[src/rename_pkg.sv]
`default_nettype none

package rename_pkg;

    // ############################################################
    // Register file geometry
    // ############################################################

    localparam int reg_addr_len = 5;
    localparam int reg_num = 32;

    // ############################################################
    // Opcodes
    // ############################################################

    // Anything that is not op_reg decodes in the immediate format
    localparam logic [6:0] op_reg = 7'b0110011;
    localparam logic [6:0] op_imm = 7'b0010011;

    // ############################################################
    // Source state codes
    // ############################################################

    localparam logic [1:0] stat_regfile = 2'b00;
    localparam logic [1:0] stat_waiting = 2'b10;
    localparam logic [1:0] stat_in_rob = 2'b11;

    // One 32-bit word, seen either as register or as immediate format
    typedef union packed {
        struct packed {
            logic [6:0] funct7;
            logic [reg_addr_len-1:0] rs2;
            logic [reg_addr_len-1:0] rs1;
            logic [2:0] funct3;
            logic [reg_addr_len-1:0] rd;
            logic [6:0] opcode;
        } r_fmt;
        struct packed {
            logic [11:0] imm12;
            logic [reg_addr_len-1:0] rs1;
            logic [2:0] funct3;
            logic [reg_addr_len-1:0] rd;
            logic [6:0] opcode;
        } i_fmt;
    } inst_word_t;

endpackage

`default_nettype wire

[src/inst_decode.sv]
`default_nettype none

module inst_decode
    import rename_pkg::*;
(
    input  logic clk,
    input  logic reset,
    input  logic inst_valid,
    input  inst_word_t inst,
    output logic dec_valid,
    output logic [reg_addr_len-1:0] dec_src1,
    output logic [reg_addr_len-1:0] dec_src2,
    output logic [reg_addr_len-1:0] dec_dest
);

    logic [reg_addr_len-1:0] src1_d;
    logic [reg_addr_len-1:0] src2_d;
    logic [reg_addr_len-1:0] dest_d;

    // Both formats keep rs1 and rd on the same bits, only the second source differs
    always_comb begin
        src1_d = inst.r_fmt.rs1;
        dest_d = inst.r_fmt.rd;
        if (inst.r_fmt.opcode == op_reg) begin
            src2_d = inst.r_fmt.rs2;
        end else begin
            // The immediate takes the place of the second source
            src2_d = '0;
        end
    end

    always_ff @(posedge clk) begin
        if (reset) begin
            dec_valid <= 1'b0;
        end else begin
            dec_valid <= inst_valid;
        end
    end

    always_ff @(posedge clk) begin
        if (inst_valid) begin
            dec_src1 <= src1_d;
            dec_src2 <= src2_d;
            dec_dest <= dest_d;
        end
    end

endmodule

`default_nettype wire

[src/map_table.sv]
`default_nettype none

module map_table
    import rename_pkg::*;
#(
    parameter int rob_tag_len = 3
) (
    input  logic clk,
    input  logic reset,
    input  logic [reg_addr_len-1:0] src1_reg,
    input  logic [reg_addr_len-1:0] src2_reg,
    input  logic [reg_addr_len-1:0] assign_reg,
    input  logic [reg_addr_len-1:0] retire_reg,
    input  logic assign_flag,
    input  logic return_flag,
    input  logic ready_flag,
    input  logic [rob_tag_len-1:0] assign_tag,
    input  logic [rob_tag_len-1:0] retire_tag,
    input  logic [rob_tag_len-1:0] cdb_tag,
    output logic [1:0] src1_stat,
    output logic [1:0] src2_stat,
    output logic [rob_tag_len-1:0] src1_tag,
    output logic [rob_tag_len-1:0] src2_tag
);

    localparam logic [rob_tag_len-1:0] no_tag = '1;

    logic [rob_tag_len-1:0] tag_q [reg_num];
    logic ready_q [reg_num];
    logic [rob_tag_len-1:0] tag_d [reg_num];
    logic ready_d [reg_num];

    // ############################################################
    // Update rules
    // ############################################################

    // Later rules override earlier ones, so assign goes last and wins
    always_comb begin
        tag_d = tag_q;
        ready_d = ready_q;

        if (ready_flag) begin
            for (int i = 1; i < reg_num; i++) begin
                if (tag_q[i] == cdb_tag) begin
                    ready_d[i] = 1'b1;
                end
            end
        end

        // Only drop the mapping if nobody has renamed the register since
        if (return_flag && tag_q[retire_reg] == retire_tag) begin
            tag_d[retire_reg] = no_tag;
            ready_d[retire_reg] = 1'b0;
        end

        if (assign_flag && assign_reg != '0) begin
            tag_d[assign_reg] = assign_tag;
            ready_d[assign_reg] = 1'b0;
        end
    end

    always_ff @(posedge clk) begin
        if (reset) begin
            for (int i = 0; i < reg_num; i++) begin
                tag_q[i] <= no_tag;
                ready_q[i] <= 1'b0;
            end
        end else begin
            tag_q <= tag_d;
            ready_q <= ready_d;
        end
    end

    // ############################################################
    // Source lookup
    // ############################################################

    function automatic logic [1:0] lookup_stat(
        input logic [reg_addr_len-1:0] r,
        input logic [rob_tag_len-1:0] t,
        input logic rdy
    );
        if (r == '0 || t == no_tag) begin
            return stat_regfile;
        end
        return rdy ? stat_in_rob : stat_waiting;
    endfunction

    function automatic logic [rob_tag_len-1:0] lookup_tag(
        input logic [reg_addr_len-1:0] r,
        input logic [rob_tag_len-1:0] t
    );
        return (r == '0) ? no_tag : t;
    endfunction

    // Lookups see the table as it was before this edge
    assign src1_stat = lookup_stat(src1_reg, tag_q[src1_reg], ready_q[src1_reg]);
    assign src1_tag = lookup_tag(src1_reg, tag_q[src1_reg]);
    assign src2_stat = lookup_stat(src2_reg, tag_q[src2_reg], ready_q[src2_reg]);
    assign src2_tag = lookup_tag(src2_reg, tag_q[src2_reg]);

    // The reorder buffer must never hand out the reserved code
    assign_real_tag: assert property (
        @(posedge clk) disable iff (reset)
        assign_flag |-> assign_tag != no_tag
    );

endmodule

`default_nettype wire

[src/rename_core.sv]
`default_nettype none

module rename_core
    import rename_pkg::*;
#(
    parameter int rob_tag_len = 3
) (
    input  logic clk,
    input  logic reset,
    input  logic inst_valid,
    input  inst_word_t inst,
    input  logic cdb_valid,
    input  logic [rob_tag_len-1:0] cdb_tag,
    output logic renamed_valid,
    output logic inst_dropped,
    output logic [reg_addr_len-1:0] out_src1_reg,
    output logic [1:0] out_src1_stat,
    output logic [rob_tag_len-1:0] out_src1_tag,
    output logic [reg_addr_len-1:0] out_src2_reg,
    output logic [1:0] out_src2_stat,
    output logic [rob_tag_len-1:0] out_src2_tag,
    output logic [reg_addr_len-1:0] out_dest,
    output logic [rob_tag_len-1:0] out_dest_tag,
    output logic retire_valid,
    output logic [reg_addr_len-1:0] retire_dest,
    output logic [rob_tag_len-1:0] retire_tag
);

    logic dec_valid;
    logic [reg_addr_len-1:0] dec_src1;
    logic [reg_addr_len-1:0] dec_src2;
    logic [reg_addr_len-1:0] dec_dest;
    logic [1:0] src1_stat;
    logic [1:0] src2_stat;
    logic [rob_tag_len-1:0] src1_tag;
    logic [rob_tag_len-1:0] src2_tag;
    logic alloc;
    logic full;
    logic [rob_tag_len-1:0] alloc_tag;
    logic assign_flag;
    logic [rob_tag_len-1:0] assign_tag;

    inst_decode decode0 (
        .clk        (clk),
        .reset      (reset),
        .inst_valid (inst_valid),
        .inst       (inst),
        .dec_valid  (dec_valid),
        .dec_src1   (dec_src1),
        .dec_src2   (dec_src2),
        .dec_dest   (dec_dest)
    );

    rename_stage #(
        .rob_tag_len (rob_tag_len)
    ) rename0 (
        .clk           (clk),
        .reset         (reset),
        .dec_valid     (dec_valid),
        .dec_src1      (dec_src1),
        .dec_src2      (dec_src2),
        .dec_dest      (dec_dest),
        .src1_stat     (src1_stat),
        .src2_stat     (src2_stat),
        .src1_tag      (src1_tag),
        .src2_tag      (src2_tag),
        .alloc_tag     (alloc_tag),
        .full          (full),
        .alloc         (alloc),
        .assign_flag   (assign_flag),
        .assign_tag    (assign_tag),
        .renamed_valid (renamed_valid),
        .inst_dropped  (inst_dropped),
        .out_src1_reg  (out_src1_reg),
        .out_src1_stat (out_src1_stat),
        .out_src1_tag  (out_src1_tag),
        .out_src2_reg  (out_src2_reg),
        .out_src2_stat (out_src2_stat),
        .out_src2_tag  (out_src2_tag),
        .out_dest      (out_dest),
        .out_dest_tag  (out_dest_tag)
    );

    // Result bus doubles as the ready flag, retirement as the return
    map_table #(
        .rob_tag_len (rob_tag_len)
    ) map0 (
        .clk         (clk),
        .reset       (reset),
        .src1_reg    (dec_src1),
        .src2_reg    (dec_src2),
        .assign_reg  (dec_dest),
        .retire_reg  (retire_dest),
        .assign_flag (assign_flag),
        .return_flag (retire_valid),
        .ready_flag  (cdb_valid),
        .assign_tag  (assign_tag),
        .retire_tag  (retire_tag),
        .cdb_tag     (cdb_tag),
        .src1_stat   (src1_stat),
        .src2_stat   (src2_stat),
        .src1_tag    (src1_tag),
        .src2_tag    (src2_tag)
    );

    reorder_buffer #(
        .rob_tag_len (rob_tag_len)
    ) rob0 (
        .clk          (clk),
        .reset        (reset),
        .alloc        (alloc),
        .alloc_dest   (dec_dest),
        .cdb_valid    (cdb_valid),
        .cdb_tag      (cdb_tag),
        .alloc_tag    (alloc_tag),
        .full         (full),
        .retire_valid (retire_valid),
        .retire_dest  (retire_dest),
        .retire_tag   (retire_tag)
    );

endmodule

`default_nettype wire

[src/rename_stage.sv]
`default_nettype none

module rename_stage
    import rename_pkg::*;
#(
    parameter int rob_tag_len = 3
) (
    input  logic clk,
    input  logic reset,
    input  logic dec_valid,
    input  logic [reg_addr_len-1:0] dec_src1,
    input  logic [reg_addr_len-1:0] dec_src2,
    input  logic [reg_addr_len-1:0] dec_dest,
    input  logic [1:0] src1_stat,
    input  logic [1:0] src2_stat,
    input  logic [rob_tag_len-1:0] src1_tag,
    input  logic [rob_tag_len-1:0] src2_tag,
    input  logic [rob_tag_len-1:0] alloc_tag,
    input  logic full,
    output logic alloc,
    output logic assign_flag,
    output logic [rob_tag_len-1:0] assign_tag,
    output logic renamed_valid,
    output logic inst_dropped,
    output logic [reg_addr_len-1:0] out_src1_reg,
    output logic [1:0] out_src1_stat,
    output logic [rob_tag_len-1:0] out_src1_tag,
    output logic [reg_addr_len-1:0] out_src2_reg,
    output logic [1:0] out_src2_stat,
    output logic [rob_tag_len-1:0] out_src2_tag,
    output logic [reg_addr_len-1:0] out_dest,
    output logic [rob_tag_len-1:0] out_dest_tag
);

    // There is no stall path, so a full reorder buffer drops the instruction
    assign alloc = dec_valid && !full;
    assign assign_flag = alloc;
    assign assign_tag = alloc_tag;

    always_ff @(posedge clk) begin
        if (reset) begin
            renamed_valid <= 1'b0;
            inst_dropped <= 1'b0;
        end else begin
            renamed_valid <= alloc;
            inst_dropped <= dec_valid && full;
        end
    end

    always_ff @(posedge clk) begin
        if (alloc) begin
            out_src1_reg <= dec_src1;
            out_src1_stat <= src1_stat;
            out_src1_tag <= src1_tag;
            out_src2_reg <= dec_src2;
            out_src2_stat <= src2_stat;
            out_src2_tag <= src2_tag;
            out_dest <= dec_dest;
            out_dest_tag <= alloc_tag;
        end
    end

endmodule

`default_nettype wire

[src/reorder_buffer.sv]
`default_nettype none

module reorder_buffer
    import rename_pkg::*;
#(
    parameter int rob_tag_len = 3
) (
    input  logic clk,
    input  logic reset,
    input  logic alloc,
    input  logic [reg_addr_len-1:0] alloc_dest,
    input  logic cdb_valid,
    input  logic [rob_tag_len-1:0] cdb_tag,
    output logic [rob_tag_len-1:0] alloc_tag,
    output logic full,
    output logic retire_valid,
    output logic [reg_addr_len-1:0] retire_dest,
    output logic [rob_tag_len-1:0] retire_tag
);

    // The all-ones code is reserved, so one slot fewer than the tag space
    localparam int depth = (1 << rob_tag_len) - 1;
    localparam logic [rob_tag_len-1:0] last_idx = rob_tag_len'(depth - 1);
    localparam logic [rob_tag_len-1:0] no_tag = '1;

    logic [reg_addr_len-1:0] dest_q [depth];
    logic done_q [depth];
    logic valid_q [depth];
    logic [rob_tag_len-1:0] head;
    logic [rob_tag_len-1:0] tail;
    logic [rob_tag_len-1:0] count;
    logic pop;

    function automatic logic [rob_tag_len-1:0] next_ptr(input logic [rob_tag_len-1:0] p);
        return (p == last_idx) ? '0 : p + 1'b1;
    endfunction

    // Tags are simply the entry index
    assign alloc_tag = tail;
    assign full = (count == rob_tag_len'(depth));
    assign pop = valid_q[head] && done_q[head];

    // ############################################################
    // Control state
    // ############################################################

    always_ff @(posedge clk) begin
        if (reset) begin
            head <= '0;
            tail <= '0;
            count <= '0;
            retire_valid <= 1'b0;
            for (int i = 0; i < depth; i++) begin
                valid_q[i] <= 1'b0;
            end
        end else begin
            retire_valid <= pop;
            if (alloc) begin
                valid_q[tail] <= 1'b1;
                tail <= next_ptr(tail);
            end
            if (pop) begin
                valid_q[head] <= 1'b0;
                head <= next_ptr(head);
            end
            case ({alloc, pop})
                2'b10: count <= count + 1'b1;
                2'b01: count <= count - 1'b1;
                default: count <= count;
            endcase
        end
    end

    // ############################################################
    // Entry payload and completion
    // ############################################################

    always_ff @(posedge clk) begin
        if (alloc) begin
            dest_q[tail] <= alloc_dest;
            done_q[tail] <= 1'b0;
        end
        if (cdb_valid && cdb_tag != no_tag) begin
            done_q[cdb_tag] <= 1'b1;
        end
    end

    // Retire outputs are loaded together with the head pop
    always_ff @(posedge clk) begin
        if (pop) begin
            retire_dest <= dest_q[head];
            retire_tag <= head;
        end
    end

    no_alloc_when_full: assert property (
        @(posedge clk) disable iff (reset)
        alloc |-> !full
    );

    // Results can only come back for instructions still in flight
    cdb_hits_live_entry: assert property (
        @(posedge clk) disable iff (reset)
        cdb_valid |-> (cdb_tag != no_tag) && valid_q[cdb_tag]
    );

endmodule

`default_nettype wire

[config.mk]
export PLATFORM = sky130hd
export DESIGN_NAME = rename_core
export DESIGN_NICKNAME = d
export VERILOG_FILES = /design/src/rename_pkg.sv /design/src/inst_decode.sv /design/src/map_table.sv /design/src/rename_core.sv /design/src/rename_stage.sv /design/src/reorder_buffer.sv
export SDC_FILE = /design/constraint.sdc
export NUM_CORES = 1
export LEC_CHECK = 0
export BUFFER_PORTS_ARGS = -buffer_cell sky130_fd_sc_hd__buf_2
export CAP_MARGIN = 30
export CORE_MARGIN = 2
export CORE_UTILIZATION = 30
export DETAILED_ROUTE_END_ITERATION = 10
export PLACE_DENSITY = 0.52
export SYNTH_ARGS = -nofsm -noshare
export SYNTH_HDL_FRONTEND = slang
export SYNTH_HIERARCHICAL = 1
export SYNTH_SLANG_ARGS = --single-unit
[constraint.sdc]
create_clock -name clk -period 6.7 [get_ports clk]
set_input_delay 0.335 -clock clk [delete_from_list [all_inputs] [get_ports clk]]
set_output_delay 0.335 -clock clk [all_outputs]
set_load 0.005 [all_outputs]
# After elaboration in Yosys (flattened, before gate mapping)
# Memories as Yosys holds them, arrays and structs flattened. A register that Yosys moved wholly into a read port is not among the register bits.
# Cells that the tools add are included.
[totals]
mem_count = 3
register_bits = 187
ram_bits = 49
[op_classes]
magnitude_cmp = 6
n_eq_ne = 41
bitwise_logic = 9
muxes = 92
n_addsub = 4
reduce_logical = 17
[mem_list]
columns = ["name", "depth", "word_bits", "read_ports", "rd_clocked_by_memory_dff", "wr", "line", "text"]
rows = [
  ["rob0.dest_q", 7, 5, 1, 1, 1, "reorder_buffer.sv:26", "logic [reg_addr_len-1:0] dest_q [depth];"],
  ["rob0.done_q", 7, 1, 1, 1, 2, "reorder_buffer.sv:27", "logic done_q [depth];"],
  ["rob0.valid_q", 7, 1, 1, 1, 7, "reorder_buffer.sv:28", "logic valid_q [depth];"],
]
[op_table]
columns = ["op", "n"]
rows = [
  ["96-bit two-way mux", 2],
  ["96-bit bitwise mux", 1],
  ["3-bit equality test", 32],
  ["96-bit bitwise OR", 1],
  ["32-bit AND", 2],
  ["32-bit two-way mux", 2],
  ["32-bit inverter", 2],
  ["1-bit two-way mux", 56],
  ["3-bit two-way mux", 16],
  ["3-bit binary-select mux with 5-bit select", 3],
  ["31-bit two-way mux", 1],
  ["3-bit demux with 5-bit select", 2],
  ["6-bit greater-or-equal comparator, second input constant", 4],
  ["5-bit inverter with 6-bit output", 4],
  ["3-bit equality test, second input constant", 5],
  ["6-bit by 1-bit < comparator with 1-bit output, second input constant", 2],
  ["1-bit binary-select mux with 5-bit select", 2],
  ["1-bit demux with 5-bit select", 2],
  ["5-bit logical NOT", 2],
  ["3-bit by 1-bit adder with 3-bit output, second input constant", 3],
  ["1-bit logical AND", 8],
  ["2-bit two-way mux", 4],
  ["7-bit by 6-bit equality test with 1-bit output, second input constant", 1],
  ["3-bit case mux with 2 select lines", 1],
  ["other kinds (9)", 11],
]

# Logic depth before layout (Yosys ltp)
# Gate-level depths: netlist of run 1.
[depth]
ltp_word = 10
ltp_mapped = 12
depth_no_buf = 8

# Modules after synthesis
# Netlist of run 1, hierarchy kept.
[modules_own_cells]
columns = ["mod", "n_inst", "cells_each", "area_each_um2", "seq_area_each_um2"]
rows = [
  ["map_table", 1, 884, 8876.0, 2562.5],
  ["reorder_buffer", 1, 202, 2738.9, 1851.8],
  ["rename_stage", 1, 37, 938.4, 880.8],
  ["inst_decode", 1, 29, 558.0, 470.5],
]

# Worst setup path after synthesis of run 1
# Ideal clock, no wire load.
[synth_path]
path_type = "reg-to-reg"
start = "register rob0.count[1]"
end = "register rob0.count[2]"
path_buffers = 0
path_slack_ns = 3.125
synth_period_minus_slack_ns = 3.575
t_arrival_ns = 3.504
t_required_ns = 6.629
setup_ns = 0.071
path_stages_with_launch = 9
cell_sequence = "dfxtp_1 > and3_1 > nor2b_1 > inv_1 > ha_1 > fa_1 > xnor2_1 > or3_1 > a21oi_1"
[synth_via]
elab_chain_cells = 5
elab_cells_between_ends = 9
cone_classes = "add/sub: 2; eq/ne: 3; mux: 1; reduce/logical: 3"
[synth_lines]
columns = ["item", "line", "text"]
rows = [
  ["start: declaration", "reorder_buffer.sv:31", "logic [rob_tag_len-1:0] count;"],
  ["start signal: assignment", "reorder_buffer.sv:67", "2'b10: count <= count + 1'b1;"],
  ["start signal: assignment", "reorder_buffer.sv:68", "2'b01: count <= count - 1'b1;"],
  ["start signal: assignment", "reorder_buffer.sv:69", "default: count <= count;"],
  ["3-bit equality test *", "reorder_buffer.sv:40", "assign full = (count == rob_tag_len'(depth));"],
  ["named net full", "rename_core.sv:38", "logic full;"],
  ["1-bit logical NOT *", "rename_stage.sv:36", "assign alloc = dec_valid && !full;"],
  ["1-bit logical AND *", "rename_stage.sv:36", ""],
  ["named net alloc", "rename_core.sv:37", "logic alloc;"],
  ["2-bit by 1-bit equality test with 1-bit output or 2-bit equality test (tied branches)", "reorder_buffer.sv:66", "case ({alloc, pop})"],
  ["3-bit case mux with 2 select lines or 2-bit nonzero test (tied branches)", "--", ""],
]
# Mark *: on every way through the listed nets, which the timed path passes. The rest lies on a longest branch.
# A chain may end at the register's enable or synchronous reset.

# Worst setup path after layout of run 1
[layout_path]
start = "register rob0.retire_dest[1], read port of rob0.dest_q"
end = "register map0/ready_q[14] (netlist name)"
[layout_via]
elab_chain_cells = 10
elab_cells_between_ends = 16
cone_classes = "order compare: 2; eq/ne: 1; mux: 7; bitwise: 4; reduce/logical: 2"
[layout_lines]
columns = ["item", "line", "text"]
rows = [
  ["start: declaration", "reorder_buffer.sv:17", "output logic [reg_addr_len-1:0] retire_dest,"],
  ["5-bit inverter with 6-bit output (not written as such) *", "map_table.sv:51, map_table.sv:53", ""],
  ["6-bit greater-or-equal comparator (not written as such) or 6-bit by 1-bit < comparator with 1-bit output (tied branches)", "map_table.sv:53", "ready_d[retire_reg] = 1'b0;"],
  ["1-bit logical AND (not written as such)", "map_table.sv:53", ""],
  ["1-bit two-way mux (not written as such)", "map_table.sv:53", ""],
  ["1-bit demux with 5-bit select", "map_table.sv:53", ""],
  ["32-bit inverter (no line)", "--", ""],
  ["32-bit AND (no line)", "--", ""],
  ["32-bit two-way mux *", "map_table.sv:51", "if (return_flag && tag_q[retire_reg] == retire_tag) begin"],
  ["32-bit AND (no line)", "--", ""],
  ["32-bit two-way mux *", "map_table.sv:56", "if (assign_flag && assign_reg != '0) begin"],
  ["end signal: assignment", "map_table.sv:70", "ready_q <= ready_d;"],
  ["end: declaration", "map_table.sv:29", "logic ready_q [reg_num];"],
]
# Every way passes the cells marked *; elsewhere a longest branch is shown, timed or not. The select of a mux whose other input is x is not followed.

==> results of run 1 <==
[Yosys cell counts (3+ instances only)]
master	instances
sky130_fd_sc_hd__a211o_1	3
sky130_fd_sc_hd__or3_1	5
sky130_fd_sc_hd__buf_2	21
sky130_fd_sc_hd__nand4b_1	4
sky130_fd_sc_hd__a31oi_1	3
sky130_fd_sc_hd__edfxtp_1	86
sky130_fd_sc_hd__o21ai_0	18
sky130_fd_sc_hd__a41oi_1	31
sky130_fd_sc_hd__and4_1	3
sky130_fd_sc_hd__dfxtp_1	159
sky130_fd_sc_hd__nand2b_1	8
sky130_fd_sc_hd__nor3_1	116
sky130_fd_sc_hd__o22ai_1	34
sky130_fd_sc_hd__nand2_1	36
sky130_fd_sc_hd__nand4_1	31
sky130_fd_sc_hd__buf_4	6
sky130_fd_sc_hd__nand3b_1	5
sky130_fd_sc_hd__nand3_1	5
sky130_fd_sc_hd__mux2i_1	54
sky130_fd_sc_hd__o41a_1	9
sky130_fd_sc_hd__nor4_1	11
sky130_fd_sc_hd__a22oi_1	84
sky130_fd_sc_hd__mux4_2	86
sky130_fd_sc_hd__and2_1	28
sky130_fd_sc_hd__and3_1	6
sky130_fd_sc_hd__inv_1	20
sky130_fd_sc_hd__a21oi_1	11
sky130_fd_sc_hd__and3b_1	5
sky130_fd_sc_hd__nor2_1	55
sky130_fd_sc_hd__xnor2_1	95
sky130_fd_sc_hd__mux2_2	6
sky130_fd_sc_hd__or4b_1	4
sky130_fd_sc_hd__buf_1	8
sky130_fd_sc_hd__clkbuf_1	57
sky130_fd_sc_hd__nor3b_1	5
sky130_fd_sc_hd__or4bb_1	5
[cell families after synthesis]
| logic type | count (synthesis) | share of synthesized area [%] |
|---|---|---|
| AND/OR/NAND/NOR | 346 | 14.7 |
| flip-flops | 245 | 44.0 |
| AO/OA/AOI/OAI | 205 | 11.6 |
| multiplexers | 146 | 19.4 |
| buffers and inverters | 112 | 3.58 |
| XOR/XNOR | 96 | 6.41 |
| adder cells (fa/ha/maj) | 2 | 0.248 |
[cells in the final DEF (no fill, tap or decap), drive strengths merged, types with 8 or more instances in the layout]
cell type,netlist,final
a21oi,11,11
a22oi,84,84
a41oi,31,31
and2,30,30
buf,35,88
clkbuf,57,31
clkinv,0,16
dfxtp,159,159
dlygate4sd3,0,10
edfxtp,86,86
inv,20,21
mux2i,54,54
mux4,86,86
nand2,36,36
nand2b,8,8
nand4,31,31
nor2,55,55
nor3,116,116
nor4,12,12
o21ai,19,19
o22ai,34,34
o41a,9,9
xnor2,95,95
[stage by stage]
step                instance area (sq um)  total power [uW]  util, %  instances  hold WS [ns]
floorplan                           13100              1860        -       1152         0.403
global placement                    14000              1970     32.4       1731         0.433
detailed placement                  14000              1980     32.5       1733         0.448
CTS                                 15000              3520     34.8       1795         0.101
global route                        15000              3600     34.8       1795         0.116
finish                              15000              3480     34.8       1795         0.119
[power breakdown]
part	total, uW	leakage (uW)	internal (uW)	switching [uW]
clock	1530	0.000443	881	644
sequential	1630	0.00207	1580	49.5
combinational	320	0.00230	129	191
total	3480	0.00482	2590	885
[cell type report]
class / instances / area [sq um]
repair buffers: 98 / 619
fillers: 4285 / 28100
clock buffers: 31 / 712
well taps: 585 / 732
inverters: 20 / 75.1
clock inverters: 21 / 193
multi-input cells: 795 / 6920
flip-flops and latches: 245 / 5770
[final timing paths]
| path | from | endpoint | slack (ns) | cells after the start |
|---|---|---|---|---|
| worst max register to register | rob0/retire_dest[1] | map0/ready_q[14] | 2.85 | 8 |
| worst min register to register | rob0/done_q[0] | rob0/done_q[0] | 0.46 | 2 |
| worst max-delay path | rob0/retire_dest[1] | map0/ready_q[14] | 2.85 | 8 |
| worst min-delay path | inst[6] | decode0/dec_src2[4] | 0.12 | 2 |
[metal layers]
layer  vias to the layer above  track usage, %  part of all wire [%]  wire length (um)
li1                       4610               -                     -                 -
met1                      5118            26.4                    44             18700
met2                       445            28.9                    44             18600
met3                        70            3.97                   8.6              3600
met4                         4            5.18                   2.7              1130
met5                         -               0                 0.076                32
==> summary by stage, run 1 <==
Final layout
The register with the most flip-flops in the final layout is map0/tag_q. Cells with a size suffix above 1 make up 19.8% of the layout. The register with the most flip-flops in the layout has 96 of them. The layout overhead on the synthesized area is 14.5%.

The final layout contains 1229 nets. The largest registers in the layout are map0/tag_q x96, rob0/dest_q x35, map0/ready_q x32. The repair_antennas step left the layout with diodes totalling 0.

Clocking
CTS built an H-tree with a depth of 1. In this run, post-CTS hold repair placed 10 buffers. The number of buffers between clock root and the deepest sink is 3. The root buffer cell chosen for the clock tree is sky130_fd_sc_hd__clkbuf_16. The count of instances resized after the clock tree is built is 0. Post-CTS timing repair inserted 0 buffers for setup. The number of buffers created by CTS is 28. The insertion delay of the later-clocked pin in the worst-skew pair is 0.57 ns.

The CTS tree is done. Clock-pin slew was measured on the worst setup and hold paths at 0.06 ns. Counting every sink on the clock net gives 245.

Synthesis
In this run, synthesis inferred 86 flip-flops with an integrated enable. For this run, asynchronously set or reset flops after synthesis account for 0%. Summed over its instances, the top area cell type makes up 24.3% of the synthesized netlist area. The synthesis warning total is 6. The dominant synthesized flop cell is sky130_fd_sc_hd__dfxtp_1. The synthesized area per cell is 11.4 sq um. By area the synthesized netlist is led by sky130_fd_sc_hd__dfxtp_1 24%, sky130_fd_sc_hd__edfxtp_1 20%, sky130_fd_sc_hd__mux4_2 15%. In this run the cell area of the synthesized design comes to 13100 sq um. The register bit count reported by yosys is 245.

The synthesized netlist contains 59 unique library cells. The number of cells produced by synthesis is 1152. The share of the Yosys chip area taken by registers is 44.0%. sky130_fd_sc_hd__dfxtp_1 takes more of the synthesized area than any other cell. The number of nets handed over by synthesis was 1193.

Global route
The number of global-route vias before repair is 9897. The maximum number of pins on one net before global-route repair is 75. Summed over all layers, the global routing overflow is 0. The combined global-route utilization of all metal layers is 18.7%. The first global-routing pass estimated 63700 um of wire. The initial antenna violation count came to 3.

Die
The initial core utilization is 30.4%. During I/O placement, the number of pins put on the boundary was 78. The height of the die is 213 um.

After floorplanning, the core was sized to cover 43100 sq um. The number of standard-cell rows in the floorplan is 76. The overall die width is 213 um. The die footprint is 45400 sq um.

Setup path
The delay of the slowest cell on the worst path is 0.83 ns. The slowest stage cell on the critical path is sky130_fd_sc_hd__xnor2_4. The worst setup path is captured at a register. The count of buffer and inverter cells on the critical path is 1. Broken down by cell family, the worst path's largest delay share belongs to simple AND/OR/NAND/NOR gates. The required time at the worst-slack endpoint is 7.15 ns. The critical path goes through buf_4 > mux2i_1 > o22ai_1 > nor4_1 > nand2_1 > xnor2_4 > nand4_1 > and2_1. Along the worst path, the maximum fanout reaches 52. The type of element launching the critical path is a register. The class of the most critical setup path is register to register. Data on the critical path arrives at its endpoint at 4.30 ns.

Detailed routing
The routed layout has 10200 vias. The number of nets with antenna violations after detailed routing is 0. For this block, the routed nets add up to 42100 um of wire. In the routed design, unresolved DRC markers number 0. For this run, the detailed router's first-pass iteration total came to 5. The average detailed-routed wire length per instance is 23.4 um. The number of violations reported at the end of detailed-routing iteration 0 is 951. In the routed layout, each cell is associated on average with a via count of 5.71.

Timing
The number of failing setup endpoints in the final timing report is 0. Measured against its own limit, the worst slew margin works out to 32.8%. The final setup skew is 0.0160 ns.

Setup repair after global routing left no endpoint under its margin. At the pin with the least slew margin, the transition time is 1.01 ns. The max-slew violation count was 0. The highest clock rate is 0.260 GHz. The sum of negative setup slack is 0 ns. The number of hold violations in the final report was 0. The final critical path time including I/O delays and setup is 3.85 ns. The worst path uses 57.5% of the clock period. The worst path meets setup with 2.85 ns of slack.

Place
The half-perimeter wire length of the detailed placement result is 27400 um. The post-place setup slack is 2.92 ns. The number of I/O port buffers is 67. The congestion estimate from routability-driven global placement came to 0.873.

Pwr
The highest ir drop seen on vdd is 0.197 mV. The total power density per cell area is 231 nW/um^2. In this run the static leakage power is 0.00482 uW.

Outcome
The flow ran to the end, and the final reports show no timing, DRC or antenna violations.

Run
The number of max-cap violations is 0.

Min path
The tightest min-delay check is of the input port to register type.
Note: power is estimated with default switching activity, not from simulation.
==> run 2, diff against run 1 <==
PLACE_DENSITY = 0.54   (was 0.52)
clock period = 3.4 ns   (was 6.7 ns; I/O delays follow)
==> run 2 against run 1 <==
  * Routed wire length shrank 0.24%
  * Worst hold slack better by 0.054 ns
  * Count of clock-buffer cells in the layout rose by 6
  * Total power grew 100%
==> summary by stage, run 2 (synthesized netlist as in run 1, its figures left out) <==
Outcome
The run finished with clean final reports.

Timing
The number of hold violations in the final report is 0. In this run the tightest slew margin relative to its limit is 30.8%. Setup repair after global routing left no endpoint under its margin.

The ratio of final minimum period to clock period is 94.1%. The number of failing setup endpoints in the final timing report is 0. Final hold analysis gives a worst-case slack of 0.173 ns.

The worst path in the final design needs a cycle of 3.20 ns, including I/O delays and setup. The max-slew violation count is 0. For the pin with the worst max-slew slack, the measured transition is 1.04 ns.

The sum of negative setup slack is 0 ns. The highest clock rate is 0.313 GHz. The final setup skew is 0.0179 ns.

Die
The floorplan has 76 rows. The die covers 45400 sq um. The overall die width is 213 um. 78 I/O pins were placed. The height of the die is 213 um. The initial core utilization is 30.4%. After floorplanning, the core was sized to cover 43100 sq um.

Global route
The total congestion overflow after global routing is 0. Entering global routing, the biggest net connects 119 pins. The first-pass GRT wire length is 64000 um. The initial antenna violation count came to 0.

For met2 alone, demand over resource in global routing was 29.8%. The number of global-route vias before repair is 10000. The global routing usage on met1 is 25.5%. In this run the most used layer during global routing was met2. Across every metal layer, demand over resource in global routing totals 18.7%.

The met3 routing resource usage after global routing is 3.54%.

Clocking
The buffers inserted during post-CTS setup optimization is 0. TritonCTS built the clock tree. The H-tree depth is 1. The insertion delay of the later-clocked pin in the worst-skew pair is 0.57 ns. In this run the deepest clock path goes through 3 buffers. The tree built by TritonCTS fans out to 245 sinks.

The number of buffers created by CTS is 28. The root buffer cell chosen for the clock tree is sky130_fd_sc_hd__clkbuf_16. Clock-pin slew was measured on the worst setup and hold paths at 0.06 ns.

Final layout
The proportion of layout cells with a drive suffix above 1 is 21.3%. For this run, the post-layout net count is 1264. The largest registers in the layout are map0/tag_q x96, rob0/dest_q x35, map0/ready_q x32. The library cell used most frequently in the layout, excluding fill and tap cells, is sky130_fd_sc_hd__dfxtp_1. The register with the most flip-flops in the layout has 96 of them. Counting flops per register, the top entry is map0/tag_q.

Leaving out fill and tap cells, the most frequent cells in the layout are 159 x sky130_fd_sc_hd__dfxtp_1, 116 x sky130_fd_sc_hd__nor3_1, 94 x sky130_fd_sc_hd__xnor2_1. The area growth from synthesis to layout is 17.7%. The count of cells in the finished layout, fillers not included, comes to 1829. 0 antenna diodes ended up in the layout.

Detailed routing
Once detail routing completed, the nets flagged for antenna violations numbered 0. The average detailed-routed wire length per instance is 22.9 um. The number of violations reported at the end of detailed-routing iteration 0 is 882. The first-pass iteration count of the detailed router is 5. The final routed DRC violation total is 0. Using the TritonRoute via totals, the vias-per-cell ratio works out to 5.62.

Summed over all layers, the routed wires come to 42000 um. The total number of vias is 10300.

Place
The routability-driven placement congestion ratio is 0.900. The wire-length estimate of the detail-placed layout is 27800 um. The count of buffers added on input and output ports is 67. Counting tap cells, the placed design contains a total of 1757 instances.

Min path
The min-delay analysis places its worst path in the category input port to register. Along the worst hold path, the cell count comes to 4.

Setup path
The largest driver fanout on the critical path is 36. The worst reg-to-reg setup slack is 0.20 ns. The type of element launching the critical path is a register.

The required time at the worst-slack endpoint is 3.85 ns. The critical path contains buffers and inverters numbering 3 combined. Counting stages on the worst path, the most repeated cell is sky130_fd_sc_hd__buf_4. The data arrival at the endpoint of the critical path is 3.65 ns.

The number of cells on the worst reg-to-reg path is 10. On the critical path, the stage with the largest delay is an instance of sky130_fd_sc_hd__edfxtp_1. STA classifies the critical path endpoint as a register. The class of the most critical setup path is register to register. The delay of the slowest cell on the worst path is 0.37 ns. Broken down by cell family, the worst path's largest delay share belongs to simple AND/OR/NAND/NOR gates. The signal on the critical path passes through buf_12 > buf_4 > mux2i_1 > o22ai_1 > nor4_2 > a21oi_1 > nor4_4 > buf_4 > nand4_1 > and2_1. The number of cells on the critical path is 10.

Pwr
The highest ir drop seen on vdd is 0.316 mV. For this design the ratio of total power to cell area is 457 nW/um^2. The static leakage is 0.00504 uW.

Run
The number of max-cap violations is 0.
run 2: path summary, 6_finish.rpt:
kind | to | startpoint
max reg2reg | map0/ready_q[10] | rob0/retire_dest[1]
min reg2reg | map0/ready_q[31] | map0/ready_q[31]
max | map0/ready_q[10] | rob0/retire_dest[1]
min | rob0/done_q[2] | cdb_tag[1]
run 2: worst min-delay path: stages:
cell	delay (ns)
sky130_fd_sc_hd__buf_2	0.11
sky130_fd_sc_hd__buf_12	0.18
sky130_fd_sc_hd__nand2_1	0.14
sky130_fd_sc_hd__o31ai_1	0.07
run 2: power breakdown:
part	total [uW]	switching, uW	internal, uW	leakage [uW]
sequential	3200	85.0	3110	0.00207
clock	3170	1230	1940	0.000463
combinational	682	396	286	0.00250
run 2: repair_timing:
item	in CTS	in global routing
hold endpoints to repair	21	0
setup endpoints to repair	0	15
gates resized for setup	0	2
hold buffers	21	0
run 2: final cells by class:
cell class                      count  area [sq um]
Sequential cell                   245          5770
Multi-Input combinational cell    795          6920
Clock buffer                       37           756
Timing Repair Buffer              133           981
Inverter                           20          75.1
Tap cell                          585           732
Clock inverter                     14           209
Fill cell                        4241         27600
run 2: routing by layer:
| metal | vias to the layer above | share of wire, % |
|---|---|---|
| met4 | 0 | 3.4 |
| met5 | - | 0 |
| met2 | 433 | 46 |
| li1 | 4670 | - |
| met1 | 5088 | 43 |
| met3 | 92 | 7.7 |
run 2: stage by stage:
| stage | util (%) | worst slack [ns] | area [sq um] | power, uW |
|---|---|---|---|---|
| 3_5_place_dp | 33.1 | 0.241 | 14200 | 3930 |
| 5_1_grt | 35.8 | 0.0139 | 15400 | 7300 |
| 2_1_floorplan | - | 0.496 | 13100 | 3660 |
| 3_3_place_gp | 33.0 | 0.113 | 14200 | 3910 |
| 6_report | 35.8 | 0.201 | 15400 | 7050 |
| 4_1_cts | 35.8 | 0.204 | 15400 | 7120 |
